**config.mk**
```make
export PLATFORM = sky130hd
export DESIGN_NAME = mem_maint_top
export DESIGN_NICKNAME = d
export VERILOG_FILES = /design/src/design/mem_maint_pkg.sv /design/src/design/boot_sequencer.sv /design/src/design/fill_load_engine.sv /design/src/design/mem_maint_top.sv /design/src/design/mem_port_arbiter.sv /design/src/design/readback_verifier.sv
export SDC_FILE = /design/constraint.sdc
export NUM_CORES = 1
export LEC_CHECK = 0
export BUFFER_PORTS_ARGS = -buffer_cell sky130_fd_sc_hd__buf_2
export CORE_MARGIN = 2
export CORE_UTILIZATION = 56
export DETAILED_ROUTE_END_ITERATION = 12
export GPL_TIMING_DRIVEN = 0
export PLACE_DENSITY = 0.8
export SYNTH_ARGS = -nofsm -noshare
export SYNTH_HDL_FRONTEND = slang
export SYNTH_SLANG_ARGS = --single-unit
```
**constraint.sdc**
```tcl
create_clock -name clk -period 4.6 [get_ports clk]
set_input_delay 0.92 -clock clk [delete_from_list [all_inputs] [get_ports clk]]
set_output_delay 0.92 -clock clk [all_outputs]
set_load 0.05 [all_outputs]
```
**src/design/mem_maint_pkg.sv**
```systemverilog
/*
 * memory maintenance shared definitions
 * bus widths, CPU address mask, boot phases and engine memory ops
 */
package mem_maint_pkg;

    localparam int ADDR_W     = 32;
    localparam int DATA_W     = 32;
    localparam int BE_W       = 4;
    localparam int WORD_BYTES = 4;   // byte step between words

    // CPU addresses keep the low 26 bits
    localparam logic [ADDR_W-1:0] ADDR_MASK = 32'h03ff_ffff;

    // boot runs strictly in this order
    typedef enum logic [2:0] {
        PH_RESET  = 3'd0,
        PH_ZERO   = 3'd1,
        PH_LOAD   = 3'd2,
        PH_VERIFY = 3'd3,
        PH_RUN    = 3'd4
    } boot_phase_e;

    // engine request to the port arbiter
    typedef enum logic [1:0] {
        OP_NONE  = 2'd0,
        OP_READ  = 2'd1,
        OP_WRITE = 2'd2
    } mem_op_e;

endpackage

```
**src/design/boot_sequencer.sv**
```systemverilog
/*
 * boot sequencer
 * steps reset, zero fill, load, verify and run on each engine's done flag
 */
`timescale 1ns/10ps

module boot_sequencer (
    input  logic                       clk,
    input  logic                       i_rst,
    input  logic                       i_calib_done,
    input  logic                       i_zero_done,
    input  logic                       i_load_done,
    input  logic                       i_verify_done,
    output mem_maint_pkg::boot_phase_e o_phase,
    output logic                       o_init_done
);
    import mem_maint_pkg::*;

    boot_phase_e r_next;

    always_comb begin
        r_next = o_phase;
        case (o_phase)
            PH_RESET:  r_next = PH_ZERO;
            PH_ZERO:   if (i_calib_done && i_zero_done) r_next = PH_LOAD;
            PH_LOAD:   if (i_load_done) r_next = PH_VERIFY;
            PH_VERIFY: if (i_verify_done) r_next = PH_RUN;
            default:   r_next = PH_RUN;    // run is terminal until reset
        endcase
    end

    always_ff @(posedge clk) begin
        if (i_rst) begin
            o_phase     <= PH_RESET;
            o_init_done <= 1'b0;
        end else begin
            o_phase <= r_next;
            if (r_next == PH_RUN)
                o_init_done <= 1'b1;   // rises together with PH_RUN
        end
    end

    // boot never steps back except through reset
    a_phase_forward: assert property (@(posedge clk) disable iff (i_rst)
        !$past(i_rst) |-> o_phase >= $past(o_phase));

endmodule

```
**src/design/fill_load_engine.sv**
```systemverilog
/*
 * fill and load engine
 * zero-fills the low region, then copies the loader stream from address 0
 * while summing the loaded words
 */
`timescale 1ns/10ps

module fill_load_engine #(
    parameter int FILL_BYTES  = 256,
    parameter int IMAGE_BYTES = 128
) (
    input  logic                              clk,
    input  logic                              i_rst,
    input  mem_maint_pkg::boot_phase_e        i_phase,
    input  logic                              i_calib_done,
    input  logic                              i_mem_busy,
    input  logic                              i_ld_valid,
    input  logic [mem_maint_pkg::DATA_W-1:0]  i_ld_data,
    output mem_maint_pkg::mem_op_e            o_op,
    output logic [mem_maint_pkg::ADDR_W-1:0]  o_addr,
    output logic [mem_maint_pkg::DATA_W-1:0]  o_wdata,
    output logic                              o_ld_taken,
    output logic                              o_zero_done,
    output logic                              o_load_done,
    output logic [mem_maint_pkg::DATA_W-1:0]  o_load_sum
);
    import mem_maint_pkg::*;

    typedef enum logic [1:0] {
        WR_IDLE,
        WR_STROBE,   // strobe up, waiting for busy
        WR_WAIT      // busy seen, waiting for completion
    } wr_state_e;

    wr_state_e          r_state;
    logic               w_zero_go;
    logic               w_load_go;
    logic [ADDR_W-1:0]  w_next;

    assign w_zero_go = (r_state == WR_IDLE) && (i_phase == PH_ZERO) && i_calib_done
                       && !o_zero_done && !i_mem_busy;
    assign w_load_go = (r_state == WR_IDLE) && (i_phase == PH_LOAD) && i_ld_valid
                       && !o_load_done && !i_mem_busy;
    assign w_next    = o_addr + ADDR_W'(WORD_BYTES);

    always_ff @(posedge clk) begin
        if (i_rst) begin
            r_state     <= WR_IDLE;
            o_op        <= OP_NONE;
            o_addr      <= '0;
            o_ld_taken  <= 1'b0;
            o_zero_done <= 1'b0;
            o_load_done <= 1'b0;
            o_load_sum  <= '0;
        end else begin
            o_ld_taken <= 1'b0;
            case (r_state)
                WR_IDLE: begin
                    if (w_zero_go || w_load_go) begin
                        o_op    <= OP_WRITE;
                        r_state <= WR_STROBE;
                    end
                    if (w_load_go) begin
                        o_ld_taken <= 1'b1;
                        o_load_sum <= o_load_sum + i_ld_data;   // wraps at 32 bits
                    end
                end
                WR_STROBE: begin
                    if (i_mem_busy) begin
                        o_op    <= OP_NONE;
                        r_state <= WR_WAIT;
                    end
                end
                default: begin
                    if (!i_mem_busy) begin
                        r_state <= WR_IDLE;
                        if (i_phase == PH_ZERO && w_next == ADDR_W'(FILL_BYTES)) begin
                            o_zero_done <= 1'b1;
                            o_addr      <= '0;   // image starts at 0
                        end else begin
                            o_addr <= w_next;
                        end
                        if (i_phase == PH_LOAD && w_next == ADDR_W'(IMAGE_BYTES))
                            o_load_done <= 1'b1;
                    end
                end
            endcase
        end
    end

    // write data held from strobe to completion
    always_ff @(posedge clk) begin
        if (w_zero_go)
            o_wdata <= '0;
        else if (w_load_go)
            o_wdata <= i_ld_data;
    end

    // a new write strobe never meets a busy port
    a_no_write_into_busy: assert property (@(posedge clk) disable iff (i_rst)
        $rose(o_op == OP_WRITE) |-> !i_mem_busy);

endmodule

```
**src/design/mem_maint_top.sv**
```systemverilog
/*
 * memory maintenance top
 * boot sequencing, fill/load, read-back verify and CPU port handover
 */
`timescale 1ns/10ps

module mem_maint_top #(
    parameter int FILL_BYTES  = 256,
    parameter int IMAGE_BYTES = 128
) (
    input  logic                              clk,
    input  logic                              i_rst,
    input  logic                              i_rd_en,
    input  logic                              i_wr_en,
    input  logic [mem_maint_pkg::ADDR_W-1:0]  i_addr,
    input  logic [mem_maint_pkg::DATA_W-1:0]  i_data,
    input  logic [mem_maint_pkg::BE_W-1:0]    i_ctrl,
    output logic [mem_maint_pkg::DATA_W-1:0]  o_data,
    output logic                              o_busy,
    input  logic                              i_ld_valid,
    input  logic [mem_maint_pkg::DATA_W-1:0]  i_ld_data,
    output logic                              o_ld_taken,
    output logic                              o_mem_rd,
    output logic                              o_mem_wr,
    output logic [mem_maint_pkg::ADDR_W-1:0]  o_mem_addr,
    output logic [mem_maint_pkg::DATA_W-1:0]  o_mem_wdata,
    output logic [mem_maint_pkg::BE_W-1:0]    o_mem_be,
    input  logic [mem_maint_pkg::DATA_W-1:0]  i_mem_rdata,
    input  logic                              i_mem_busy,
    input  logic                              i_calib_done,
    output logic                              o_init_done,
    output logic                              o_checksum_match
);
    import mem_maint_pkg::*;

    if (IMAGE_BYTES > FILL_BYTES || FILL_BYTES % WORD_BYTES != 0
        || IMAGE_BYTES % WORD_BYTES != 0) begin : g_bad_sizes
        $error("image must fit the fill region, both in whole words");
    end

    boot_phase_e        w_phase;
    logic               w_zero_done;
    logic               w_load_done;
    logic               w_verify_done;
    mem_op_e            w_fl_op;
    logic [ADDR_W-1:0]  w_fl_addr;
    logic [DATA_W-1:0]  w_fl_wdata;
    logic [DATA_W-1:0]  w_load_sum;
    mem_op_e            w_rb_op;
    logic [ADDR_W-1:0]  w_rb_addr;

    boot_sequencer u_seq (
        .clk           (clk),
        .i_rst         (i_rst),
        .i_calib_done  (i_calib_done),
        .i_zero_done   (w_zero_done),
        .i_load_done   (w_load_done),
        .i_verify_done (w_verify_done),
        .o_phase       (w_phase),
        .o_init_done   (o_init_done)
    );

    fill_load_engine #(
        .FILL_BYTES  (FILL_BYTES),
        .IMAGE_BYTES (IMAGE_BYTES)
    ) u_fill (
        .clk          (clk),
        .i_rst        (i_rst),
        .i_phase      (w_phase),
        .i_calib_done (i_calib_done),
        .i_mem_busy   (i_mem_busy),
        .i_ld_valid   (i_ld_valid),
        .i_ld_data    (i_ld_data),
        .o_op         (w_fl_op),
        .o_addr       (w_fl_addr),
        .o_wdata      (w_fl_wdata),
        .o_ld_taken   (o_ld_taken),
        .o_zero_done  (w_zero_done),
        .o_load_done  (w_load_done),
        .o_load_sum   (w_load_sum)
    );

    readback_verifier #(
        .IMAGE_BYTES (IMAGE_BYTES)
    ) u_verify (
        .clk              (clk),
        .i_rst            (i_rst),
        .i_phase          (w_phase),
        .i_mem_busy       (i_mem_busy),
        .i_mem_rdata      (i_mem_rdata),
        .i_load_sum       (w_load_sum),
        .o_op             (w_rb_op),
        .o_addr           (w_rb_addr),
        .o_verify_done    (w_verify_done),
        .o_checksum_match (o_checksum_match)
    );

    mem_port_arbiter u_arb (
        .i_phase     (w_phase),
        .i_fl_op     (w_fl_op),
        .i_fl_addr   (w_fl_addr),
        .i_fl_wdata  (w_fl_wdata),
        .i_rb_op     (w_rb_op),
        .i_rb_addr   (w_rb_addr),
        .i_rd_en     (i_rd_en),
        .i_wr_en     (i_wr_en),
        .i_addr      (i_addr),
        .i_data      (i_data),
        .i_ctrl      (i_ctrl),
        .i_mem_rdata (i_mem_rdata),
        .i_mem_busy  (i_mem_busy),
        .o_mem_rd    (o_mem_rd),
        .o_mem_wr    (o_mem_wr),
        .o_mem_addr  (o_mem_addr),
        .o_mem_wdata (o_mem_wdata),
        .o_mem_be    (o_mem_be),
        .o_data      (o_data),
        .o_busy      (o_busy)
    );

endmodule

```
**src/design/mem_port_arbiter.sv**
```systemverilog
/*
 * memory port arbiter
 * boot engines own the port until run, then the CPU bus passes through
 */
`timescale 1ns/10ps

module mem_port_arbiter (
    input  mem_maint_pkg::boot_phase_e        i_phase,
    input  mem_maint_pkg::mem_op_e            i_fl_op,
    input  logic [mem_maint_pkg::ADDR_W-1:0]  i_fl_addr,
    input  logic [mem_maint_pkg::DATA_W-1:0]  i_fl_wdata,
    input  mem_maint_pkg::mem_op_e            i_rb_op,
    input  logic [mem_maint_pkg::ADDR_W-1:0]  i_rb_addr,
    input  logic                              i_rd_en,
    input  logic                              i_wr_en,
    input  logic [mem_maint_pkg::ADDR_W-1:0]  i_addr,
    input  logic [mem_maint_pkg::DATA_W-1:0]  i_data,
    input  logic [mem_maint_pkg::BE_W-1:0]    i_ctrl,
    input  logic [mem_maint_pkg::DATA_W-1:0]  i_mem_rdata,
    input  logic                              i_mem_busy,
    output logic                              o_mem_rd,
    output logic                              o_mem_wr,
    output logic [mem_maint_pkg::ADDR_W-1:0]  o_mem_addr,
    output logic [mem_maint_pkg::DATA_W-1:0]  o_mem_wdata,
    output logic [mem_maint_pkg::BE_W-1:0]    o_mem_be,
    output logic [mem_maint_pkg::DATA_W-1:0]  o_data,
    output logic                              o_busy
);
    import mem_maint_pkg::*;

    logic    w_run;
    mem_op_e w_op;

    assign w_run = (i_phase == PH_RUN);

    always_comb begin
        case (i_phase)
            PH_ZERO, PH_LOAD: w_op = i_fl_op;
            PH_VERIFY:        w_op = i_rb_op;
            default:          w_op = OP_NONE;   // reset and run
        endcase
    end

    assign o_mem_rd    = w_run ? i_rd_en : (w_op == OP_READ);
    assign o_mem_wr    = w_run ? i_wr_en : (w_op == OP_WRITE);
    assign o_mem_addr  = w_run ? (i_addr & ADDR_MASK)
                       : (i_phase == PH_VERIFY) ? i_rb_addr : i_fl_addr;
    assign o_mem_wdata = w_run ? i_data : i_fl_wdata;
    assign o_mem_be    = w_run ? i_ctrl : '1;   // full words during boot

    assign o_data = i_mem_rdata;
    assign o_busy = w_run ? i_mem_busy : 1'b1;  // bus locked out until run

endmodule

```
**src/design/readback_verifier.sv**
```systemverilog
/*
 * read-back verifier
 * reads the boot image back, sums it and compares with the load sum
 */
`timescale 1ns/10ps

module readback_verifier #(
    parameter int IMAGE_BYTES = 128
) (
    input  logic                              clk,
    input  logic                              i_rst,
    input  mem_maint_pkg::boot_phase_e        i_phase,
    input  logic                              i_mem_busy,
    input  logic [mem_maint_pkg::DATA_W-1:0]  i_mem_rdata,
    input  logic [mem_maint_pkg::DATA_W-1:0]  i_load_sum,
    output mem_maint_pkg::mem_op_e            o_op,
    output logic [mem_maint_pkg::ADDR_W-1:0]  o_addr,
    output logic                              o_verify_done,
    output logic                              o_checksum_match
);
    import mem_maint_pkg::*;

    typedef enum logic [1:0] {
        RB_IDLE,
        RB_STROBE,
        RB_WAIT
    } rb_state_e;

    rb_state_e          r_state;
    logic [DATA_W-1:0]  r_sum;
    logic [DATA_W-1:0]  w_sum_next;
    logic [ADDR_W-1:0]  w_next;

    assign w_sum_next = r_sum + i_mem_rdata;   // rdata valid on the completion cycle
    assign w_next     = o_addr + ADDR_W'(WORD_BYTES);

    always_ff @(posedge clk) begin
        if (i_rst) begin
            r_state          <= RB_IDLE;
            o_op             <= OP_NONE;
            o_addr           <= '0;
            r_sum            <= '0;
            o_verify_done    <= 1'b0;
            o_checksum_match <= 1'b0;
        end else begin
            case (r_state)
                RB_IDLE: begin
                    if (i_phase == PH_VERIFY && !o_verify_done && !i_mem_busy) begin
                        o_op    <= OP_READ;
                        r_state <= RB_STROBE;
                    end
                end
                RB_STROBE: begin
                    if (i_mem_busy) begin
                        o_op    <= OP_NONE;   // drop once accepted
                        r_state <= RB_WAIT;
                    end
                end
                default: begin
                    if (!i_mem_busy) begin
                        r_sum   <= w_sum_next;
                        o_addr  <= w_next;
                        r_state <= RB_IDLE;
                        if (w_next == ADDR_W'(IMAGE_BYTES)) begin
                            o_checksum_match <= (w_sum_next == i_load_sum);
                            o_verify_done    <= 1'b1;
                        end
                    end
                end
            endcase
        end
    end

endmodule

```
Yosys cells after proc, flatten, opt, wreduce, memory -nomap -nowiden
Index checks and enable logic that the tools add are counted.
Operators by class
  mux-type cells: 24
  add/subtract/negate cells: 4
  reduce and logical (&&, ||, !) cells: 37
  bitwise logic cells: 4
  eq/ne operators: 19
Operators with widths (number)
  2-to-1 mux 32 bit: 4
  adder 32 x 3 -> 32 bit, second input constant: 2
  adder 32 bit: 2
  equality test 32 x 8 -> 1 bit, second input constant: 2
  equality test 32 bit: 1
  equality test 32 x 9 -> 1 bit, second input constant: 1
  AND reduction 3 bit: 7
  case mux 2 bit (2 select lines): 5
  logical AND 1 bit: 13
  2-to-1 mux 2 bit: 6
  case mux 3 bit (4 select lines): 1
  2-to-1 mux 3 bit: 3
  OR reduction 2 bit: 4
  equality test 2 x 1 -> 1 bit, second input constant: 3
  equality test 3 x 2 -> 1 bit, second input constant: 2
  equality test 3 bit, second input constant: 2
  inequality test 2 bit, second input constant: 3
  inequality test 3 x 1 -> 1 bit, second input constant: 2
  AND reduction 2 bit: 3
  logical NOT 1 bit: 4
  logical NOT 2 bit: 2
  2-to-1 mux 1 bit: 4
  2-to-1 mux 4 bit: 1
  inverter 1 bit: 4
  other kinds (6): 7
Storage, ports and cells
  bits of input ports: 139
  register bits: 177
  word-level logic and storage cells: 104

Logic depth before layout (Yosys ltp)
Gate-level depths: netlist (run 1).
  depth in word-level cells: 8
  depth in mapped cells: 15

By module
From an unflattened synthesis (run 1), not the netlist that was laid out.
Second synthesis, totals
  cell total of the unflattened synthesis: 1762
  area total of the unflattened synthesis: 13716.9 µm²
Modules (own cells, without submodules)
  readback_verifier: times used 1, cells an instance 793, area each 6090.8 µm²
  fill_load_engine: times used 1, cells an instance 781, area each 6038.3 µm²
  mem_port_arbiter: times used 1, cells an instance 171, area each 1416.4 µm²
  boot_sequencer: times used 1, cells an instance 17, area each 171.4 µm²

Least setup slack after synthesis (run 1)
OpenSTA, ideal clock, no wires.
  kind: in2reg
  start point: in i_mem_rdata[12] in the netlist's numbering
  end point: reg u_verify.o_checksum_match
  data arrival time: 3533 ps
  stages on the path: 13
  library setup time: 69 ps
  buffers on the path: 1
  slack: 998 ps
  cell sequence: ha_1 > clkbuf_1 > nand4_1 > or2_2 > o32a_1 > a31oi_1 > a41o_1 > xor2_1 > mux2_2 > nand4_1 > nor4_2 > nand4_1 > o21ai_1
On the way
  word-level cells in the longest chain between the ends: 2
Ends and longest elaborated chain
  from (decl): RTL line mem_maint_top.sv:28  | input logic [mem_maint_pkg::DATA_W-1:0] i_mem_rdata,
  adder 32 bit: RTL line readback_verifier.sv:34  | assign w_sum_next = r_sum + i_mem_rdata;
  equality test 32 bit: RTL line readback_verifier.sv:65  | o_checksum_match <= (w_sum_next == i_load_sum);
  to (signal assigned): RTL line readback_verifier.sv:65
  to (decl): RTL line readback_verifier.sv:19  | output logic o_checksum_match
Every way passes these cells.
A chain may end at the register's enable or synchronous reset.

Worst setup path after layout (run 1)
  start point: reg u_seq.o_phase[1]
  end point: out o_mem_wdata[28] in the netlist's numbering
On the way
  word-level cells in the longest chain between the ends: 2
Ends and longest elaborated chain
  from (decl): RTL line boot_sequencer.sv:14  | output mem_maint_pkg::boot_phase_e o_phase,
  from (signal assigned): RTL line boot_sequencer.sv:37  | o_phase <= r_next;
  equality test 3 bit: RTL line mem_port_arbiter.sv:34  | assign w_run = (i_phase == PH_RUN);
  2-to-1 mux 32 bit: RTL line mem_port_arbiter.sv:48  | assign o_mem_wdata = w_run ? i_data : i_fl_wdata;
  to (decl): RTL line mem_maint_top.sv:26  | output logic [mem_maint_pkg::DATA_W-1:0] o_mem_wdata,
Every way passes these cells.

==> results of run 1 <==
how the worst min path moves through the flow:
stage,startpoint,endpoint,slack [ps],cells past startpoint
floorplan,u_fill.o_wdata[0],u_fill.o_wdata[0],430,2
global placement,u_seq.o_init_done,u_seq.o_init_done,440,1
detailed placement,u_seq.o_init_done,u_seq.o_init_done,440,1
CTS,u_fill.o_wdata[5],u_fill.o_wdata[5],460,2
global route,u_fill.o_wdata[5],u_fill.o_wdata[5],470,2
finish,u_seq.o_init_done,u_seq.o_init_done,460,1
area by class of cell:
class | instances | area share [%]
flip-flops and latches | 171 | 23.07
clock buffers | 18 | 2.892
plain buffers | 140 | 4.628
well taps | 285 | 2.403
repair buffers | 237 | 8.009
multi-input cells | 1360 | 57.34
clock inverters | 14 | 0.9020
inverters | 30 | 0.7587
per-stage QoR:
| step | hold WS [ps] | worst slack (ps) | cells | utilization (%) | area, sq um |
|---|---|---|---|---|---|
| after floorplan | 433.8 | 998.4 | 1701 | - | 12720 |
| after global placement | 437.0 | 157.1 | 2222 | 63.37 | 14260 |
| after detailed placement | 442.4 | 121.2 | 2223 | 63.43 | 14270 |
| after CTS | 458.9 | 192.2 | 2255 | 65.96 | 14840 |
| after global routing | 474.0 | 86.56 | 2255 | 65.96 | 14840 |
| final | 455.6 | 131.1 | 2255 | 65.96 | 14840 |
worst max-delay path: stages, from the launching register on:
cell      delay (ps)
dfxtp_1          310
clkbuf_1         220
nor3_2           770
clkbuf_1         730
clkbuf_1         480
mux2_2           390
buf_2            210
cells in the final DEF, fill, tap and decap left out, types with 30 or more instances in the layout:
master	instances
o21ai_0	77
nand2_1	293
buf_2	245
clkbuf_1	83
nor3_1	32
nor2_1	156
buf_4	37
a21oi_1	172
xor2_1	74
xnor2_1	84
mux2_2	34
ha_1	65
dfxtp_1	171
nand4_1	37
inv_1	30
nand3_1	48
cells by family (layout without fill, tap and decap cells):
family                     after synthesis  in the layout  synth area share (%)
and+or+nand+nor                        675            675                 24.44
AOI/OAI and AO/OA                      395            395                 19.12
DFF                                    171            171                 26.91
buffers and inverters                  170            439                 6.284
xor gates and xnor gates               160            160                 11.25
adders and majority gates               67             67                 6.707
muxes                                   63             63                 5.291
power groups by stage:
| stage | logic (mW) | registers, mW | clock network [mW] |
|---|---|---|---|
| 4_1_cts | 0.353 | 1.48 | 1.42 |
| 3_5_place_dp | 0.351 | 1.52 | 0 |
| 3_3_place_gp | 0.347 | 1.52 | 0 |
| 5_1_grt | 0.385 | 1.48 | 1.49 |
| 2_1_floorplan | 0.223 | 1.52 | 0 |
| 6_report | 0.355 | 1.48 | 1.43 |
flip-flops by register name (all words and copies together) (netlist names), 2 cells and up:
signal / count
u_fill.o_load_sum: 32
u_seq.o_phase: 3
u_verify.r_state: 2
u_fill.r_state: 2
u_verify.r_sum: 32
u_fill.o_addr: 30
u_verify.o_addr: 30
u_fill.o_wdata: 32
metal layers:
layer | vias to the layer above | GRT usage (%) | wire length [um]
met2 | 529 | 58.78 | 19550
li1 | 6464 | - | -
met1 | 6082 | 40.59 | 16680
met3 | 95 | 4.875 | 2455
met5 | - | 0 | 0
met4 | 0 | 14.42 | 1574
timing repair:
item / in CTS / in global routing
hold buffers: 0 / 0
setup endpoints to repair: 40 / 0
gates resized for setup: 1 / 0
==> qor_table.md, run 1 <==
| Item | Value |
| --- | --- |
| Status | complete, no violations |
| Critical-path maximum fanout | 10 |
| Setup Total Neg Slack | 0 ps |
| Routed WL per cell | 17.86 um |
| Cell area power density | 219.9 nW/um^2 |
| Worst endpoint data arrival time | 3550 ps |
| Initial drt markers | 841 |
| Sequential cell area in the final layout | 3423 sq um |
| Critical Setup Path Class | register to output port |
| CTS tree | built |
| Layout net count | 2,163 |
| Root buffer cell | clkbuf_16 |
| Most used standard cell by instance count after synthesis | nand2_1 |
| Worst setup path endpoint | o_mem_wdata[28] |
| Residual overflow from global routing | 0 |
| Effective utilization at floorplan | 56.54% |
| Longest Clk Path Bufs | 2 |
| All-Layer GR Usage | 33.38% |
| Count of endpoints failing hold in the final timing report | 0 |
| Kind of launch point of the worst setup path | register |
| Worst slew slack as a fraction of its limit | 36.47% |
| Total standard cell area after synthesis | 12,720 sq um |
| Buffers inserted by post-CTS timing repair | 0 |
| Filler cells | 2,039 |
| First-pass GRT wire length | 63.94 mm |
| Clock insertion delay at the later pin of the skew report | 440 ps |
| Worst Max-Slew Pin Slew | 941.0 ps |
| Width of the chip | 154.7 um |
| Area growth from synthesis to layout | 16.66% |
| Post-route DRC | 0 |
| Total number of H-tree levels | 4 |
| RD Place Congestion | 0.9861 |
| Vertical die dimension | 154.7 um |
| Footprint of the multi-input gates | 8511 sq um |
| Number of standard cells after synthesis | 1,701 |
| Post-synth top flop | dfxtp_1 |
| Top-level I/O count | 245 |
| Diodes inserted | 0 |
| Iteration count of the initial detailed-routing pass | 7 |
| Unrepaired setup endpoints after global routing | no |
| Seq/Total Area, Yosys | 26.91% |
| Post-CTS clock slew at the launch and capture registers of the worst setup and hold paths | 70 ps |
| Leakage power total | 6.342 nW |
| Final setup vio count | 0 |
| Layout Skew | 17.38 ps |
| Vias in the first global route | 12,450 |
| Via total after detailed routing | 13,170 |
| Synth Area per Inst | 7.479 sq um |
| Top area cells in the synthesized netlist | dfxtp_1 27%, nand2_1 8.6%, a21oi_1 6.8% |
| Reg2reg end | u_fill.o_addr[15] |
| Fraction of final layout cells sized beyond drive strength 1 | 18.78% |
| Clock share of power | 43.7% |
| Initial antenna violation count | 0 |
| Fin crit share | 97.15% |
| Commonest cells post-synth | 293 x nand2_1, 172 x a21oi_1, 171 x dfxtp_1 |
| Max cap viols | 0 |
| Core Area | 22,500 sq um |
| Worst Hold Class | register to register |
| Buffers on Ports | 236 |
| Register-to-register setup slack | 630 ps |
| Maximum resistive drop on vdd | 0.2299 mV |
| Launching element of the worst setup path | u_seq.o_phase[1] |
| Switching share of power | 28.66% |
| Largest net degree at the start of global routing | 18 |
| Post-DRT Antenna Nets | 0 |
| Worst path required time | 3680 ps |
| Routed Wire Length | 40.27 mm |
| Fraction of synthesized cell area taken by the top area cell type | 26.91% |
| HPWL after detailed placement | 31.65 mm |
| Share of power burned in combinational logic | 10.9% |
| Num rows | 55 |
| Total power | 3.263 mW |
| Sequential fraction of design power | 45.4% |
| FF+latch count, synth | 171 |
| Async SR Flop Fraction | 0% |
| Highest Clock Rate | 223.8 MHz |
| Minimum clock period | 4469 ps |
| Overall die area | 23,940 sq um |
| Worst reg2reg startpoint | u_fill.o_addr[3] |
| Synthesis Warnings | 0 |
| Reg2reg path depth | 14 |
| Post-synthesis cell type count | 79 |
| P_int | 2.328 mW |
| Net count after synthesis | 1,907 |
| Type of destination of the critical path | output port |
| Number of enable-type register cells in the synthesized netlist | 0 |
| Clock sink total | 171 |
| Largest area contributor in the netlist | dfxtp_1 |
| Detail-routed via count per cell | 5.840 |
| Total CTS buffers | 17 |
| Reported net switching power | 935.2 uW |
| Number of slew-limit violations in the final report | 0 |
(Power assumes the default switching activity.)
==> run 2, diff against run 1 <==
CORE_UTILIZATION = 51   (was 56)
PLACE_DENSITY = 0.76   (was 0.8)
clock period = 3.8 ns   (was 4.6 ns; I/O delays follow)
==> run 2 against run 1 <==
Against the previous run:
- global-route usage is 3.4 points lower
- critical endpoint is now u_verify.o_checksum_match
- hold slack worse by 6.3 ps
- routed wire length is 0.94% lower
- cell area is 1.4% higher
==> qor_table.md, run 2 (synthesis gave the netlist of run 1 again) <==
| Item | Value | Delta |
| --- | --- | --- |
| Maximum resistive drop on vdd | 0.1988 mV | -14% |
| Final hold slack | 449.2 ps | -6.341 ps |
| Layout net count | 2,158 | -0.23% |
| Post-route DRC | 0 | unchanged |
| Crit path buf inv count | 1 | -3 |
| Minimum clock period | 3700 ps |  |
| Root buffer cell | clkbuf_16 |  |
| All-Layer GR Usage | 29.99% | -3.4 points |
| HPWL after detailed placement | 31.34 mm | -0.97% |
| Critical Setup Path Class | input pin to register |  |
| Post-CTS clock slew at the launch and capture registers of the worst setup and hold paths | 70 ps | about the same |
| Status | complete, no violations |  |
| Critical-path maximum fanout | 4 | -6 |
| Worst slew slack as a fraction of its limit | 36.44% | about the same |
| Iteration count of the initial detailed-routing pass | 5 | -2 |
| Total power | 4.080 mW | +25% |
| Highest Clock Rate | 270.3 MHz |  |
| Buffers on Ports | 236 | unchanged |
| Total number of H-tree levels | 4 | unchanged |
| Vertical die dimension | 161.9 um | +4.7% |
| Max cap viols | 0 | unchanged |
| Leading cell type in the layout, fill and taps excluded | nand2_1 |  |
| Diodes inserted | 0 | unchanged |
| CP peak stage delay | 490 ps | -280 ps |
| Count of endpoints failing hold in the final timing report | 0 | unchanged |
| Core Area | 24,390 sq um | +8.4% |
| First-pass GRT wire length | 63.13 mm | -1.3% |
| Area of all placed cells without fillers | 15,060 sq um | +1.4% |
| Worst path cell trace | buf_2 -> ha_1 -> o21ai_0 -> o21bai_1 -> a21oi_2 -> o31ai_2 -> o31ai_2 -> nand2_1 -> xor3_1 -> or4_1 -> nor4_2 -> nand4_1 -> o21ai_1 |  |
| Residual overflow from global routing | 0 | unchanged |
| Hold_buf cts | 0 | unchanged |
| Area growth from synthesis to layout | 18.35% |  |
| Kind of launch point of the worst setup path | input pin |  |
| Worst path required time | 4170 ps | +490 ps |
| RD Place Congestion | 0.9873 | +0.12% |
| Fin crit share | 97.37% |  |
| Worst Max-Slew Pin Slew | 950.9 ps | +9.907 ps |
| Registers with the most flip-flops | u_fill.o_load_sum: 32 flops, u_fill.o_wdata: 32 flops, u_verify.r_sum: 32 flops |  |
| Num rows | 57 | +3.6% |
| Cell area power density | 271.0 nW/um^2 | +23% |
| Width of the chip | 161.9 um | +4.7% |
| Effective utilization at floorplan | 52.16% | -4.4 points |
| Fraction of final layout cells sized beyond drive strength 1 | 20.21% | +1.4 points |
| Total CTS buffers | 17 | unchanged |
| Routed WL per cell | 17.43 um | -2.4% |
| Type of destination of the critical path | register |  |
| Clock insertion delay at the later pin of the skew report | 440 ps | about the same |
| Detail-routed via count per cell | 5.742 | -1.7% |
| Post-DRT Antenna Nets | 0 | unchanged |
| Filler cells | 2,306 | +13% |
| Top cell by count, worst path | o31ai_2 |  |
| Register-to-register setup slack | 210 ps | -420 ps |
| Initial drt markers | 982 | +17% |
| Final setup vio count | 0 | unchanged |
| Kind of cell with the highest combined delay on the critical path | compound AO/OA/AOI/OAI gates |  |
| Slowest library cell on the worst path | or4_1 |  |
| Post-layout utilization of the core | 61.73% | -4.2 points |
| Longest Clk Path Bufs | 2 | unchanged |
| Standard cell area after detailed placement | 14,320 sq um | +0.29% |
| Leakage power total | 6.402 nW | +0.94% |
| Largest net degree at the start of global routing | 17 | -1 |
| Initial antenna violation count | 0 | unchanged |
| Worst endpoint data arrival time | 4070 ps | +520 ps |
| Via total after detailed routing | 13,140 | -0.25% |
| Clock sink total | 171 | unchanged |
| Setup Total Neg Slack | 0 ps | unchanged |
| Top-level I/O count | 245 | unchanged |
| Layout Skew | 16.18 ps | -1.194 ps |
| CTS tree | built |  |
| Overall die area | 26,220 sq um | +9.5% |
| Commonest cells after routing, fill and taps aside | 292 x nand2_1, 245 x buf_2, 171 x dfxtp_1, 168 x a21oi_1, 156 x nor2_1 |  |
| Number of slew-limit violations in the final report | 0 | unchanged |
| Unrepaired setup endpoints after global routing | yes |  |
| Vias in the first global route | 12,300 | -1.2% |
| Routed Wire Length | 39.89 mm | -0.94% |
| Worst Hold Class | register to register |  |
[run 2: changes by cell type in the layout (fill, tap and decap cells not counted), sizes merged]
cell,delta
buf,+6
clkinv,-4
clkbuf,-10
clkinvlp,+2
inv,-3
bufinv,+3
[run 2: area by class of cell]
cell class                      count  area, sq um  area share [%]
Timing Repair Buffer              243         1234           8.193
Inverter                           30        112.6          0.7479
Clock buffer                       19        442.9           2.942
Sequential cell                   171         3423           22.74
Tap cell                          324        405.4           2.692
Clock inverter                     12        163.9           1.089
Buffer                            129        650.6           4.321
Multi-Input combinational cell   1360         8625           57.28
[run 2: repair_timing]
action                                 4_1_cts  5_1_grt
endpoints found under the hold margin        0        0
setup endpoints to repair                   76       38
pin swaps                                    0        8
buffers inserted                             0        7
resized for setup                            7       26
[run 2: path summary, 6_finish.rpt]
check / start / end / cells after the start
worst max-delay path: i_mem_rdata[2] / u_verify.o_checksum_match / 13
worst min register to register: u_seq.o_init_done / u_seq.o_init_done / 1
worst max register to register: u_verify.o_addr[21] / u_verify.o_checksum_match / 12
worst min-delay path: u_seq.o_init_done / u_seq.o_init_done / 1
[run 2: power by group]
| part | switching [mW] | leakage, nW | internal [mW] |
|---|---|---|---|
| Sequential | 0.00164 | 1.38 | 1.79 |
| Clock | 0.791 | 0.288 | 1.06 |
| Combinational | 0.275 | 4.74 | 0.161 |
| Total | 1.07 | 6.40 | 3.01 |
[run 2: metrics by stage]
| step | setup slack (ps) | instances |
|---|---|---|
| after detailed placement | -541.4 | 2261 |
| final | 99.89 | 2288 |
| after global routing | -60.31 | 2288 |
| after global placement | -515.4 | 2261 |
| after CTS | 54.90 | 2290 |
| after floorplan | 358.4 | 1701 |
[run 2: metal layers]
layer	global-route usage, %	up-vias	wire length (um)
met5	0	-	0
met4	9.976	0	1055
met3	4.009	64	2777
met2	51.04	544	18660
met1	39.26	6076	17390
li1	-	6453	-
==> run 3, diff against run 2 <==
--- a/config.mk
+++ b/config.mk
@@ -12,4 +12,5 @@
 export GPL_TIMING_DRIVEN = 0
 export PLACE_DENSITY = 0.76
+export REMOVE_ABC_BUFFERS = 1
 export SYNTH_ARGS = -nofsm -noshare
 export SYNTH_HDL_FRONTEND = slang
==> constraint.sdc (replaced) <==
create_clock -name clk -period 3.8 [get_ports clk]
set_input_delay 0.19 -clock clk [delete_from_list [all_inputs] [get_ports clk]]
set_output_delay 0.19 -clock clk [all_outputs]
set_load 0.05 [all_outputs]
==> run 3 against run 2 <==
Against the previous run:
- core utilization is 1.3 points lower
- critical path type is now register to register
- maximum frequency rose by 0.12%
- sequential power hardly changed
- cell count is 4.1% lower
==> qor_table.md, run 3 (synthesis gave the netlist of run 1 again) <==
| Item | Value | Delta |
| --- | --- | --- |
| Status | complete, no violations |  |
| Leading cell type in the layout, fill and taps excluded | nand2_1 |  |
| Root buffer cell | clkbuf_16 |  |
| Overall die area | 26,220 sq um | unchanged |
| Largest net degree at the start of global routing | 71 | +54 |
| Footprint of the multi-input gates | 8637 sq um | +0.15% |
| CP peak stage delay | 470 ps | -20 ps |
| Fin crit share | 97.25% | -0.12 points |
| Longest Clk Path Bufs | 2 | unchanged |
| Buffers on Ports | 238 | +0.85% |
| Critical-path maximum fanout | 10 | +6 |
| Count of endpoints failing hold in the final timing report | 0 | unchanged |
| Routed Wire Length | 35.31 mm | -11% |
| Worst Hold Class | input pin to register |  |
| Kind of launch point of the worst setup path | register |  |
| Post-route DRC | 0 | unchanged |
| P_int | 2.843 mW | -5.6% |
| Total CTS buffers | 17 | unchanged |
| Clock share of power | 43.2% | -2.1 points |
| Switching share of power | 26.95% | +0.79 points |
| Sequential fraction of design power | 46.1% | +2.1 points |
| Routed WL per cell | 16.09 um | -7.7% |
| Layout Skew | 12.29 ps | -3.887 ps |
| First-pass GRT wire length | 56.32 mm | -11% |
| Minimum clock period | 3696 ps | -4.468 ps |
| Fraction of final layout cells sized beyond drive strength 1 | 19.36% | -0.86 points |
| Registers with the most flip-flops | u_fill.o_load_sum: 32 flops, u_fill.o_wdata: 32 flops, u_verify.r_sum: 32 flops |  |
| Final hold slack | 14.96 ps | -434.3 ps |
| Effective utilization at floorplan | 52.16% | unchanged |
| Count of placed standard cells including taps | 2,138 | -5.4% |
| Worst Max-Slew Pin Slew | 1286 ps | +335.1 ps |
| Non-filler instance count after layout | 2,194 | -4.1% |
| Num rows | 57 | unchanged |
| Core Area | 24,390 sq um | unchanged |
| CTS tree | built |  |
| Clock insertion delay at the later pin of the skew report | 440 ps | about the same |
| Residual overflow from global routing | 0 | unchanged |
| Max cap viols | 0 | unchanged |
| Final setup vio count | 0 | unchanged |
| All-Layer GR Usage | 26.08% | -3.9 points |
| Cell area power density | 264.1 nW/um^2 | -2.5% |
| Detail-routed via count per cell | 5.717 | -0.42% |
| Initial antenna violation count | 0 | unchanged |
| Slowest library cell on the worst path | dfxtp_1 |  |
| Total number of H-tree levels | 4 | unchanged |
| Width of the chip | 161.9 um | unchanged |
| Diodes inserted | 0 | unchanged |
| Clock sink total | 171 | unchanged |
| Crit path buf inv count | 1 | unchanged |
| Type of destination of the critical path | register |  |
| Worst path required time | 4120 ps | -50 ps |
| HPWL after detailed placement | 25.74 mm | -18% |
| Number of slew-limit violations in the final report | 0 | unchanged |
| Critical Setup Path Class | register to register |  |
| Share of power burned in combinational logic | 10.6% | about the same |
| Reported net switching power | 1.049 mW | -1.7% |
| Worst slew slack as a fraction of its limit | 14.09% | -22 points |
| Leakage power total | 6.202 nW | -3.1% |
| Post-CTS clock slew at the launch and capture registers of the worst setup and hold paths | 70 ps | about the same |
| RD Place Congestion | 0.9011 | -8.7% |
| Initial drt markers | 1,006 | +2.4% |
| Area growth from synthesis to layout | 15.85% |  |
| Vertical die dimension | 161.9 um | unchanged |
| Top-level I/O count | 245 | unchanged |
| Worst endpoint data arrival time | 4010 ps | -60 ps |
| Top cell by count, worst path | nor4_4 |  |
| Commonest cells after routing, fill and taps aside | 292 x nand2_1, 237 x buf_2, 170 x a21oi_1, 170 x dfxtp_1, 156 x nor2_1 |  |
| Vias in the first global route | 11,540 | -6.2% |
| Sequential cell area in the final layout | 3425 sq um | about the same |
| Via total after detailed routing | 12,540 | -4.5% |
| Filler cells | 2,258 | -2.1% |
| Iteration count of the initial detailed-routing pass | 5 | unchanged |
| Post-DRT Antenna Nets | 0 | unchanged |
| Maximum resistive drop on vdd | 0.2315 mV | +16% |
| Kind of cell with the highest combined delay on the critical path | simple AND/OR/NAND/NOR gates |  |
| Highest Clock Rate | 270.6 MHz | +0.12% |
| Layout net count | 2,063 | -4.4% |
| Worst path cell trace | and4_2 -> nand4_4 -> nor4_4 -> nand4_1 -> xnor2_1 -> nor4_2 -> and4_1 -> o2111ai_1 -> nor4_4 -> buf_4 -> a31o_4 -> nor2_1 |  |
[run 3: cell types whose count changed in the layout (fill, tap and decap cells not counted), sizes merged]
cell         delta
buf            -47
dlygate4sd3    +21
clkinv          +1
clkbuf         -69
a31o            +1
clkinvlp        +2
inv             -1
bufinv          -3
nor2b           +1
[run 3: stage by stage]
stage / util [%] / instance area, sq um / power, mW / setup slack [ps] / TNS, ps
finish: 60.43 / 14740 / 3.892 / 104.4 / 0
global placement: 55.89 / 13630 / 2.214 / -5327 / -456650
floorplan: - / 12040 / 1.994 / -4165 / -239270
CTS: 60.02 / 14640 / 3.908 / 16.86 / 0
global route: 60.43 / 14740 / 4.019 / -7.406 / -7.406
detailed placement: 56.80 / 13850 / 2.225 / -140.3 / -2575
[run 3: cell type report]
type,count,share of cell area (%)
well taps,324,2.750
inverters,30,0.7640
repair buffers,275,10.87
clock inverters,11,0.5857
multi-input cells,1362,58.60
flip-flops and latches,171,23.23
clock buffers,21,3.192
[run 3: per-layer routing]
layer	track usage [%]	up-vias	wire length [um]	part of all wire, %
met5	0	-	0	0
met4	9.171	0	903	2.6
met3	3.754	64	1950	5.5
met2	46.09	417	17060	48
met1	32.38	5808	15400	44
li1	-	6255	-	-
[run 3: power groups by stage]
stage               Sequential [mW]  Combinational (mW)  Clock [mW]
floorplan                      1.84               0.158           0
global placement               1.84               0.377           0
detailed placement             1.84               0.388           0
CTS                            1.80               0.407        1.70
global route                   1.80               0.448        1.78
finish                         1.80               0.415        1.68
[run 3: worst register-to-register path: cells and delay by family (launching register included)]
kind / cells / cell delay [ps]
simple gates: 8 / 2190
xor+xnor: 1 / 230
compound gates: 2 / 500
buf+inv: 1 / 190
flops: 1 / 470
[run 3: path summary, 6_finish.rpt]
path / start / endpoint / slack, ps / cells past startpoint
setup / recovery: u_fill.o_addr[9] / u_fill.o_addr[6] / 100 / 12
hold / removal: i_ld_data[2] / u_fill.o_wdata[2] / 10 / 3
setup reg to reg: u_fill.o_addr[9] / u_fill.o_addr[6] / 100 / 12
hold reg to reg: u_fill.o_wdata[2] / u_fill.o_wdata[2] / 450 / 2
[run 3: timing repair]
item | 4_1_cts | 5_1_grt
resized for setup | 4 | 17
hold buffers | 21 | 0
setup endpoints to repair | 20 | 25
cloned | 1 | 1
setup buffers | 0 | 1
pin swaps | 0 | 2
endpoints found under the hold margin | 21 | 0
